File: config.mk
export PLATFORM = sky130hd
export DESIGN_NAME = pce_host_top
export DESIGN_NICKNAME = d
export VERILOG_FILES = /design/src/verilog/pce_host_pkg.sv /design/src/verilog/pad_mux.sv /design/src/verilog/cd_link.sv /design/src/verilog/cheat_loader.sv /design/src/verilog/audio_mix.sv /design/src/verilog/pce_host_top.sv
export SDC_FILE = /design/constraint.sdc
export NUM_CORES = 1
export LEC_CHECK = 0
export BUFFER_PORTS_ARGS = -buffer_cell sky130_fd_sc_hd__buf_2
export CAP_MARGIN = 20
export CORE_AREA = 2 2 293 295
export DETAILED_ROUTE_END_ITERATION = 8
export DIE_AREA = 0 0 295 297
export GPL_TIMING_DRIVEN = 0
export SLEW_MARGIN = 5
export SYNTH_ARGS = -nofsm -noshare
export SYNTH_HDL_FRONTEND = slang
export SYNTH_HIERARCHICAL = 1
export SYNTH_SLANG_ARGS = --single-unit
export TNS_END_PERCENT = 5
File: constraint.sdc
create_clock -name clk_sys -period 8.65 [get_ports clk_sys]
set_clock_uncertainty 0.15 [all_clocks]
set_input_delay 0.4325 -clock clk_sys [delete_from_list [all_inputs] [get_ports clk_sys]]
set_output_delay 0.4325 -clock clk_sys [all_outputs]
set_load 0.01 [all_outputs]
File: src/verilog/pce_host_pkg.sv
/* Shared sizes, CD message kinds and the pad, loader, CD link and audio types
   used across the PC Engine host glue */
package pce_host_pkg;

	// ============================================================
	// Sizes and message kinds
	// ============================================================
	localparam int PAD_PORTS    = 5;
	localparam int PAD_BITS     = 12;
	localparam int SAMPLE_BITS  = 16;
	localparam int MIX_BITS     = 18;
	localparam int CD_COMM_BITS = 96;
	localparam int CD_DOUT_BITS = 80;
	localparam int CHEAT_WORDS  = 8;

	localparam logic [15:0] CD_KIND_DOUT     = 16'h0001;
	localparam logic [15:0] CD_KIND_DATA_END = 16'h0002;
	localparam logic [15:0] CD_KIND_RESET    = 16'h00FF;

	// ============================================================
	// Pads and loader
	// ============================================================

	// Active high, as delivered by the host
	typedef struct packed {
		logic [3:0] ext_btn;    // III, IV, V, VI from bit 8
		logic [3:0] btn;        // I, II, select, run from bit 4
		logic       up;
		logic       down;
		logic       left;
		logic       right;
	} pad_word_t;

	typedef struct packed {
		logic clr;
		logic sel;
	} pad_ctrl_t;

	typedef struct packed {
		logic turbo_tap;
		logic six_button;
		logic fast_seek;
	} host_cfg_t;

	typedef struct packed {
		logic        wr;
		logic        code_sel;
		logic [3:0]  addr;
		logic [15:0] data;
	} loader_write_t;

	typedef struct packed {
		logic [31:0] flags;
		logic [31:0] addr;
		logic [31:0] compare;
		logic [31:0] replace;
	} cheat_code_t;

	// ============================================================
	// CD host link and audio
	// ============================================================

	// Host reads the payload as a command or as a data-out block
	typedef union packed {
		logic [CD_COMM_BITS-1:0] comm;
		struct packed {
			logic [CD_COMM_BITS-CD_DOUT_BITS-1:0] pad;
			logic [CD_DOUT_BITS-1:0]              data;
		} dout;
	} cd_payload_u;

	typedef struct packed {
		logic        toggle;
		logic [15:0] kind;
		cd_payload_u payload;
	} cd_host_word_t;

	typedef struct packed {
		logic                    comm_send;
		logic                    dout_send;
		logic                    data_end;
		logic                    cd_reset;
		logic [CD_COMM_BITS-1:0] comm;
		logic [CD_DOUT_BITS-1:0] dout;
	} cd_core_req_t;

	typedef struct packed {
		logic [7:0] msg;
		logic [7:0] stat;
	} cd_status_t;

	typedef struct packed {
		logic signed [SAMPLE_BITS-1:0] cdda_l;
		logic signed [SAMPLE_BITS-1:0] cdda_r;
		logic signed [SAMPLE_BITS-1:0] psg_l;
		logic signed [SAMPLE_BITS-1:0] psg_r;
		logic signed [SAMPLE_BITS-1:0] adpcm;
	} audio_src_t;

	typedef struct packed {
		logic signed [SAMPLE_BITS-1:0] left;
		logic signed [SAMPLE_BITS-1:0] right;
	} audio_out_t;

endpackage

File: src/verilog/pad_mux.sv
/* Joypad multiplexer: multitap port walk, six-button bank and nibble latch */
`timescale 1ns/1ns

module pad_mux (
	input  logic                  clk_sys,
	input  logic                  reset,
	input  pce_host_pkg::pad_word_t pads [pce_host_pkg::PAD_PORTS],
	input  pce_host_pkg::pad_ctrl_t pad_ctrl,
	input  logic                  turbo_tap,
	input  logic                  six_button,
	output logic [3:0]            pad_nibble
);

	logic [2:0]              port;
	logic                    bank;
	pce_host_pkg::pad_ctrl_t ctrl_d;
	pce_host_pkg::pad_word_t cur_pad;
	logic                    port_valid;
	logic [15:0]             read_word;
	logic [3:0]              nibble;

	// ============================================================
	// Read word of the selected port
	// ============================================================
	always_comb begin
		cur_pad = '0;
		for (int i = 0; i < pce_host_pkg::PAD_PORTS; i++) begin
			if (port == 3'(i)) begin
				cur_pad = pads[i];
			end
		end
	end

	assign port_valid = port < 3'(pce_host_pkg::PAD_PORTS);

	// Pad lines are active low; directions up, right, down, left from bit 4
	always_comb begin
		if (port_valid) begin
			read_word = ~{4'hF, cur_pad.ext_btn,
				cur_pad.left, cur_pad.down, cur_pad.right, cur_pad.up,
				cur_pad.btn};
		end else begin
			// Missing tap ports read as released
			read_word = {4'h0, {pce_host_pkg::PAD_BITS{1'b1}}};
		end
	end

	// Bank 1 exposes buttons III..VI with sel low
	assign nibble = read_word[{bank, pad_ctrl.sel, 2'b00} +: 4];

	// ============================================================
	// Port counter, bank and latch
	// ============================================================
	always_ff @(posedge clk_sys) begin
		if (reset) begin
			port       <= '0;
			bank       <= 1'b0;
			ctrl_d     <= '0;
			pad_nibble <= '0;
		end else begin
			ctrl_d     <= pad_ctrl;
			pad_nibble <= nibble;

			if (pad_ctrl.clr) begin
				port       <= '0;
				pad_nibble <= '0;
				// Six-button pads alternate banks on each clr pulse
				if (!ctrl_d.clr) begin
					bank <= ~bank && six_button;
				end
			end else if (pad_ctrl.sel && !ctrl_d.sel && turbo_tap) begin
				port <= port + 3'd1;
			end
		end
	end

endmodule

File: src/verilog/cd_link.sv
/* CD host message link: toggle-bit requests towards the host and
   status or data-out requests coming back */
`timescale 1ns/1ns

module cd_link (
	input  logic                        clk_sys,
	input  logic                        reset,
	input  logic                        fast_seek,
	input  pce_host_pkg::cd_core_req_t  cd_req,
	input  pce_host_pkg::cd_host_word_t host_in,
	output pce_host_pkg::cd_host_word_t host_out,
	output pce_host_pkg::cd_status_t    cd_stat,
	output logic                        stat_get,
	output logic                        dout_req
);

	logic [3:0] req_now;
	logic [3:0] req_prev;
	logic [3:0] req_rise;
	logic       host_toggle_d;

	// Order is priority: comm, dout, data end, reset
	assign req_now  = {cd_req.comm_send, cd_req.dout_send, cd_req.data_end, cd_req.cd_reset};
	assign req_rise = req_now & ~req_prev;

	// ============================================================
	// Core to host
	// ============================================================
	always_ff @(posedge clk_sys) begin
		// Tracked through reset so a held request is not seen as new
		req_prev <= req_now;

		if (reset) begin
			host_out <= '0;
		end else begin
			if (req_rise[3]) begin
				host_out.payload.comm <= cd_req.comm;
				host_out.kind         <= {fast_seek, 15'd0};
				host_out.toggle       <= ~host_out.toggle;
			end else if (req_rise[2]) begin
				// Upper payload bits keep their last value
				host_out.payload.dout.data <= cd_req.dout;
				host_out.kind              <= pce_host_pkg::CD_KIND_DOUT;
				host_out.toggle            <= ~host_out.toggle;
			end else if (req_rise[1]) begin
				host_out.kind   <= pce_host_pkg::CD_KIND_DATA_END;
				host_out.toggle <= ~host_out.toggle;
			end else if (req_rise[0]) begin
				host_out.kind   <= pce_host_pkg::CD_KIND_RESET;
				host_out.toggle <= ~host_out.toggle;
			end
		end
	end

	// ============================================================
	// Host to core
	// ============================================================
	always_ff @(posedge clk_sys) begin
		if (reset) begin
			host_toggle_d <= host_in.toggle;
			stat_get      <= 1'b0;
			dout_req      <= 1'b0;
		end else begin
			stat_get <= 1'b0;
			dout_req <= 1'b0;
			if (host_in.toggle != host_toggle_d) begin
				host_toggle_d <= host_in.toggle;
				// Bit 16 marks a request for the next data-out block
				stat_get <= ~host_in.payload.comm[16];
				dout_req <= host_in.payload.comm[16];
			end
		end
	end

	always_ff @(posedge clk_sys) begin
		if (host_in.toggle != host_toggle_d) begin
			cd_stat <= host_in.payload.comm[15:0];
		end
	end

	// Status and data-out requests come from distinct host messages
	stat_dout_excl: assert property (@(posedge clk_sys) disable iff (reset)
		!(stat_get && dout_req))
		else $error("stat_get and dout_req high together");

	// The host sees a new message only after a core request edge
	toggle_needs_req: assert property (@(posedge clk_sys) disable iff (reset)
		$changed(host_out.toggle) |-> $past(|req_rise))
		else $error("host_out toggle changed without a request edge");

endmodule

File: src/verilog/cheat_loader.sv
/* Cheat-code loader: assembles a code from eight 16-bit writes */
`timescale 1ns/1ns

module cheat_loader (
	input  logic                        clk_sys,
	input  logic                        reset,
	input  pce_host_pkg::loader_write_t ldr,
	output pce_host_pkg::cheat_code_t   cheat,
	output logic                        cheat_load
);

	logic code_wr;
	logic last_word;

	assign code_wr   = ldr.wr && ldr.code_sel;
	// Final word of a code sits at byte address 14
	assign last_word = ldr.addr == 4'((pce_host_pkg::CHEAT_WORDS - 1) * 2);

	// ============================================================
	// Word assembly, low half first for each field
	// ============================================================
	always_ff @(posedge clk_sys) begin
		if (code_wr) begin
			case (ldr.addr)
				4'd0:  cheat.flags[15:0]    <= ldr.data;
				4'd2:  cheat.flags[31:16]   <= ldr.data;
				4'd4:  cheat.addr[15:0]     <= ldr.data;
				4'd6:  cheat.addr[31:16]    <= ldr.data;
				4'd8:  cheat.compare[15:0]  <= ldr.data;
				4'd10: cheat.compare[31:16] <= ldr.data;
				4'd12: cheat.replace[15:0]  <= ldr.data;
				4'd14: cheat.replace[31:16] <= ldr.data;
				default: ;
			endcase
		end
	end

	// Load strobe follows the last word by one cycle
	always_ff @(posedge clk_sys) begin
		if (reset) begin
			cheat_load <= 1'b0;
		end else begin
			cheat_load <= code_wr && last_word;
		end
	end

	// One code per strobe
	load_single: assert property (@(posedge clk_sys) disable iff (reset)
		cheat_load |=> !cheat_load)
		else $error("cheat_load held for two cycles");

endmodule

File: src/verilog/audio_mix.sv
/* Stereo mixer for CD audio, PSG and ADPCM with 5/4 output gain */
`timescale 1ns/1ns

module audio_mix (
	input  logic                     clk_sys,
	input  logic                     reset,
	input  pce_host_pkg::audio_src_t audio_src,
	output pce_host_pkg::audio_out_t audio_out
);

	logic signed [pce_host_pkg::MIX_BITS-1:0] pre_l;
	logic signed [pce_host_pkg::MIX_BITS-1:0] pre_r;
	logic signed [pce_host_pkg::MIX_BITS-1:0] post_l;
	logic signed [pce_host_pkg::MIX_BITS-1:0] post_r;

	// ============================================================
	// Sum, then scale by 1 + 1/4
	// ============================================================
	always_ff @(posedge clk_sys) begin
		if (reset) begin
			pre_l  <= '0;
			pre_r  <= '0;
			post_l <= '0;
			post_r <= '0;
		end else begin
			// Two guard bits hold the three-way sum
			pre_l <= pce_host_pkg::MIX_BITS'(audio_src.cdda_l)
				+ pce_host_pkg::MIX_BITS'(audio_src.psg_l)
				+ pce_host_pkg::MIX_BITS'(audio_src.adpcm);
			pre_r <= pce_host_pkg::MIX_BITS'(audio_src.cdda_r)
				+ pce_host_pkg::MIX_BITS'(audio_src.psg_r)
				+ pce_host_pkg::MIX_BITS'(audio_src.adpcm);

			post_l <= pre_l + (pre_l >>> 2);
			post_r <= pre_r + (pre_r >>> 2);
		end
	end

	// Drop the two low bits back to sample width
	assign audio_out.left  = post_l[pce_host_pkg::MIX_BITS-1:2];
	assign audio_out.right = post_r[pce_host_pkg::MIX_BITS-1:2];

endmodule

File: src/verilog/pce_host_top.sv
/* Host-side glue top: pad multiplexer, cheat loader, CD link and mixer */
`timescale 1ns/1ns

module pce_host_top (
	input  logic                        clk_sys,
	input  logic                        reset,
	input  pce_host_pkg::host_cfg_t     cfg,

	// Joypads
	input  pce_host_pkg::pad_word_t     pads [pce_host_pkg::PAD_PORTS],
	input  pce_host_pkg::pad_ctrl_t     pad_ctrl,
	output logic [3:0]                  pad_nibble,

	// Cheat loader
	input  pce_host_pkg::loader_write_t ldr,
	output pce_host_pkg::cheat_code_t   cheat,
	output logic                        cheat_load,

	// CD host link
	input  pce_host_pkg::cd_core_req_t  cd_req,
	input  pce_host_pkg::cd_host_word_t host_in,
	output pce_host_pkg::cd_host_word_t host_out,
	output pce_host_pkg::cd_status_t    cd_stat,
	output logic                        stat_get,
	output logic                        dout_req,

	// Audio
	input  pce_host_pkg::audio_src_t    audio_src,
	output pce_host_pkg::audio_out_t    audio_out
);

	pad_mux pad_mux_i (
		.clk_sys    (clk_sys),
		.reset      (reset),
		.pads       (pads),
		.pad_ctrl   (pad_ctrl),
		.turbo_tap  (cfg.turbo_tap),
		.six_button (cfg.six_button),
		.pad_nibble (pad_nibble)
	);

	cheat_loader cheat_loader_i (
		.clk_sys    (clk_sys),
		.reset      (reset),
		.ldr        (ldr),
		.cheat      (cheat),
		.cheat_load (cheat_load)
	);

	cd_link cd_link_i (
		.clk_sys   (clk_sys),
		.reset     (reset),
		.fast_seek (cfg.fast_seek),
		.cd_req    (cd_req),
		.host_in   (host_in),
		.host_out  (host_out),
		.cd_stat   (cd_stat),
		.stat_get  (stat_get),
		.dout_req  (dout_req)
	);

	audio_mix audio_mix_i (
		.clk_sys   (clk_sys),
		.reset     (reset),
		.audio_src (audio_src),
		.audio_out (audio_out)
	);

endmodule

Word level (Yosys, flattened, before mapping)
Index checks and enable logic that the tools add are counted.
{"block": "classes", "add_sub_neg": 7, "eq_ne": 12, "n_mux": 14, "n_bitwise": 8, "n_reduce_logical": 27, "shifts": 1, "multipliers": 0, "div_mod_pow": 0, "n_lt_le_gt_ge": 1}
{"cell": "$mux W80", "count": 2}
{"cell": "$mux W17", "count": 4}
{"cell": "$mux W12", "count": 5}
{"cell": "$add A17 B16 Y18", "count": 2}
{"cell": "$add A18 B16 Y18", "count": 2}
{"cell": "$add A16 B16 Y17", "count": 2}
{"cell": "$reduce_and A2 Y1", "count": 9}
{"cell": "$eq A4 B4 Y1 const B", "count": 4}
{"cell": "$mux W16", "count": 1}
{"cell": "$not A16 Y16", "count": 1}
{"cell": "$shiftx A16 B5 Y4", "count": 1}
{"cell": "$eq A4 B3 Y1 const B", "count": 2}
{"cell": "$eq A3 B2 Y1 const B", "count": 2}
{"cell": "$reduce_bool A2 Y1", "count": 3}
{"cell": "$reduce_or A2 Y1", "count": 3}
{"cell": "$logic_and A1 B1 Y1", "count": 5}
{"cell": "$not A1 Y1", "count": 5}
{"cell": "$and A4 B4 Y4", "count": 1}
{"cell": "$eq A4 B2 Y1 const B", "count": 1}
{"cell": "$logic_not A4 Y1", "count": 1}
{"cell": "$not A4 Y4", "count": 1}
{"cell": "$reduce_bool A4 Y1", "count": 1}
{"cell": "$reduce_or A4 Y1", "count": 1}
{"cell": "$add A3 B1 Y3 const B", "count": 1}
{"cell": "other kinds (9)", "count": 10}
{"block": "totals", "ff_bits": 335, "n_memories": 0, "wordCells": 101, "in_bits": 462, "latch_bits": 0, "ram_bits": 0, "rom_bits": 0, "output_inout_bits": 296}

Logic depth before layout (Yosys ltp)
{"block": "logic_depth", "word_depth": 9, "ltp_mapped": 11, "ltp_nobuf": 11}

Hierarchy
Netlist, hierarchy kept.
{"module": "audio_mix", "area_each_um2": 5200.0, "seq_area_each_um2": 1361.3, "instances": 1, "cells_per_inst": 553}
{"module": "cd_link", "area_each_um2": 5104.9, "seq_area_each_um2": 2652.5, "instances": 1, "cells_per_inst": 404}
{"module": "cheat_loader", "area_each_um2": 3978.8, "seq_area_each_um2": 3863.7, "instances": 1, "cells_per_inst": 143}
{"module": "pad_mux", "area_each_um2": 1057.3, "seq_area_each_um2": 200.2, "instances": 1, "cells_per_inst": 130}

Worst setup path before layout
No wires, ideal clock.
{"block": "synth_path", "kind": "input to register", "start": "in audio_src[1] (netlist bit)", "end": "reg audio_mix_i/pre_l[17] (netlist bit)", "slack_ns": 5.578, "t_required_ns": 8.429, "t_arrival_ns": 2.852, "path_buffers": 0, "setup_ns": 0.071, "path_stages": 9, "path_cell_list": "fa_1 ha_1 fa_1 a21o_1 a21oi_2 o211ai_1 a2111o_1 a311o_1 a21oi_1"}
{"block": "synth_via", "elab_chain_cells": 1}
{"item": "start: declaration", "line": "pce_host_top.sv:28", "source": "input pce_host_pkg::audio_src_t audio_src,"}
{"item": "$add A17 B16 Y18", "line": "audio_mix.sv:29", "source": "+ pce_host_pkg::MIX_BITS'(audio_src.adpcm);"}
{"item": "end signal: assignment", "line": "audio_mix.sv:27", "source": "pre_l <= pce_host_pkg::MIX_BITS'(audio_src.cdda_l)"}
{"item": "end: declaration", "line": "audio_mix.sv:11", "source": "logic signed [pce_host_pkg::MIX_BITS-1:0] pre_l;"}
No other way between the ends.
A chain may end at the register's enable or synchronous reset.

Worst setup path in the final report
{"block": "layout_path", "start": "in audio_src[1] (netlist bit)", "end": "reg audio_mix_i/pre_r[15] (netlist bit)"}
{"block": "layout_via", "elab_chain_cells": 1}
{"item": "$add A17 B16 Y18", "line": "audio_mix.sv:32", "source": "+ pce_host_pkg::MIX_BITS'(audio_src.adpcm);"}
{"item": "end signal: assignment", "line": "audio_mix.sv:30", "source": "pre_r <= pce_host_pkg::MIX_BITS'(audio_src.cdda_r)"}
{"item": "end: declaration", "line": "audio_mix.sv:12", "source": "logic signed [pce_host_pkg::MIX_BITS-1:0] pre_r;"}
No other way between the ends.

==> results.toml <==
[synthesis]
synth_flop_cell = "dfxtp_1"
async_reset_ff_frac = 0
yosysTopAreaCell = "edfxtp_1"
synthCells = 1230
ys_seq_area_frac = 0.5265
synth.distinct_cells = 84
synth_top_area_share = 0.2838
synth_area_per_cell_um2 = 12.47
syn_area_um2 = 15340
synth-seq-cells = 331
synth_edf_count = 145
synth.area.top_cells = "edfxtp_1, dfxtp_1, ha_1, mux2i_1, fa_1"
synth_warnings = 6

[layout]
syn_to_final_growth_pct = 50.15
finalNonFillerCells = 3264
design_area_um2 = 23030
fillers = 8741
fin_nets = 2654
utilization = 0.2727
drive_gt1_frac = 0.3941

[sta]
tns_ns = 0
min_period_ns = 2.995
final_max_slew_viol_count = 0
setup_viol_count_final = 0
max_freq_mhz = 333.9
worstMarginPinSlew_ns = 0.8539
hold_viol = 0
rsz0062_at_grt = "false"
relSlewSlack = 0.4307
min_period_over_period = 0.3462

[die]
row_count = 107
dieArea_um2 = 87620
core_um2 = 84480
die_height_um = 297
initial_core_util = 0.1816
io_pins = 758
die_x_um = 295

[setup_path]
cp.arrival_ns = 3.28
slowest_stage = "fa_1"
cpMostUsedCell = "fa_1"
slowest_delay_ns = 0.49
critPathCaptureType = "flip-flop"
worst-path-max-fanout = 3
cp-start-kind = "input pin"
critPathBufInv = 1
cp.required_ns = 8.93
cp_top_family = "adder cells"
critPathKind = "in -> reg"
crit_chain = "buf_2 > fa_1 > ha_1 > fa_1 > a21o_1 > a21oi_1 > o211a_1 > nor2_1 > a41oi_1 > mux2_1"

[grt]
grt_pass1_wl_um = 83680
antenna_found_initial = 9
grt_pass1_vias = 13210
grt_max_degree = 17
overflow = 0
grtUsageTotal = 0.1279

[detailed_routing]
drc = 0
vias_per_cell = 4.021
drt-total-wl_um = 58860
antenna_left = 0
wl_per_cell_um = 18.03
drt_iter0_drc = 610
vias = 13130
first_pass_iters = 5

[placement]
dp.cells = 3043
dpl.hpwl_um = 46980
port_buffers = 655
place_congestion = 0.9135
dpl-instance-area_um2 = 20220

[clocking]
cts_root_buf = "clkbuf_16"
post_cts_resized = 0
cts_setup_buffers = 0
cts_tree = "yes"
htreeDepth = 2
cts_buffers = 39
clk_latency_ns = 0.55
cts_buffer_depth = 3
clk_pin_slew_ns = 0.06
cts.sinks = 331

[min_path]
hp-class = "in -> reg"

[power_and_ir_drop]
finalPower_mw = 4.810
pwr_density_cell_nw_per_um2 = 208.8
ir_worst_vdd_mv = 0.1374
p_leak_nw = 10.08

[outcome]
status = "finished clean"

[flow_run]
cap_violations = 0
[placed cells by master (no fill, tap or decap), types with 8 or more instances in the layout]
cell,instances
nand3b_1,10
dfxtp_1,186
o21ai_1,10
o2bb2ai_1,59
a31oi_1,14
mux2_1,9
nand2b_1,19
nand3_1,11
inv_1,29
mux2i_1,82
and3_1,9
o2bb2ai_2,22
buf_8,8
clkbuf_16,39
o21a_1,9
clkbuf_1,15
xor2_1,10
edfxtp_1,145
nor2_1,69
buf_6,17
clkinv_2,8
dlygate4sd3_1,149
a21o_1,40
o21ai_0,16
fa_1,34
buf_4,16
ha_1,69
xnor2_1,24
mux2_2,11
buf_2,663
nand2_1,55
a21oi_1,66
and3b_1,8
nor3_1,19
nor2b_1,24
[flip-flops by register name, summed over array words and instances (netlist names)]
signal / cells
cheat_loader_i/cheat: 128
cd_link_i/host_out: 101
audio_mix_i/pre_l: 18
audio_mix_i/pre_r: 18
audio_mix_i/post_l: 16
audio_mix_i/post_r: 16
cd_link_i/cd_stat: 16
cd_link_i/req_prev: 4
pad_mux_i/pad_nibble: 4
pad_mux_i/port: 3
pad_mux_i/ctrl_d: 2
cd_link_i/dout_req: 1
cd_link_i/host_toggle_d: 1
cd_link_i/stat_get: 1
cheat_loader_i/cheat_load: 1
pad_mux_i/bank: 1
[through the flow]
step           hold WS, ns  setup WS (ns)
3_3_place_gp        0.2908          4.976
6_report           0.03540          5.655
4_1_cts          0.0003997          5.541
3_5_place_dp        0.2912          4.937
2_1_floorplan       0.3102          5.578
5_1_grt            0.02683          5.498
[path summary, 6_finish.rpt]
path | startpoint | end | slack, ns | cells after the start
worst max-delay path | audio_src[1] | audio_mix_i/pre_r[15] | 5.66 | 10
worst min-delay path | cd_req[136] | cd_link_i/host_out[56] | 0.04 | 3
worst max register to register | audio_mix_i/pre_r[11] | audio_mix_i/post_r[16] | 6.04 | 6
worst min register to register | cd_link_i/host_out[82] | cd_link_i/host_out[82] | 0.30 | 2
[Yosys cell counts, drive strengths merged (24+ instances only)]
library cell,instances
o21ai,26
ha,69
nor2b,26
a21oi,67
xnor2,24
o2bb2ai,81
fa,34
inv,29
nor2,75
edfxtp,145
dfxtp,186
a21o,40
mux2i,82
buf,48
nand2,55
[where the power goes]
part	internal (mW)	leakage, nW	switching, mW
Clock	0.995	0.642	0.705
Combinational	0.551	6.58	0.694
Sequential	1.79	2.86	0.0798
Total	3.33	10.1	1.48
[cells by family (layout without fill, tap and decap cells)]
family	after synthesis	in the layout	share of synthesized area
flip-flops	331	331	0.5265
AO/OA/AOI/OAI	301	301	0.1541
AND/OR/NAND/NOR	262	262	0.09127
adder cells (fa/ha/maj)	103	103	0.1006
multiplexers	103	103	0.06916
buffers and inverters	95	978	0.03858
XOR/XNOR	34	34	0.01941
other	1	8	0.0002444
[layer usage]
layer / GRT usage / routed length (µm)
met5: 0 / 71
met4: 0.04956 / 1969
met3: 0.04961 / 6057
met2: 0.2033 / 26350
met1: 0.1548 / 24420
[cell type report]
class	instances	area, µm²	share of cell area
clock inverters	29	319.1	0.01385
plain buffers	66	483.0	0.02097
multi-input cells	810	6720	0.2917
diodes	1	2.502	0.0001086
flip-flops and latches	331	8078	0.3507
well taps	1144	1431	0.06214
repair buffers	812	4895	0.2125
clock buffers	42	997.2	0.04329
inverters	29	108.9	0.004726
[tightest hold or removal path: cells and delay by family]
family                 cells  cell delay, ns
multiplexers               1            0.08
AO/OA/AOI/OAI              1            0.12
buffers and inverters      1            0.08
[repair_timing]
action | in CTS | in global routing
setup endpoints to repair | 0 | 0
hold buffers | 149 | 0
endpoints found under the hold margin | 133 | 0
Power figures use the tool's default switching activity.
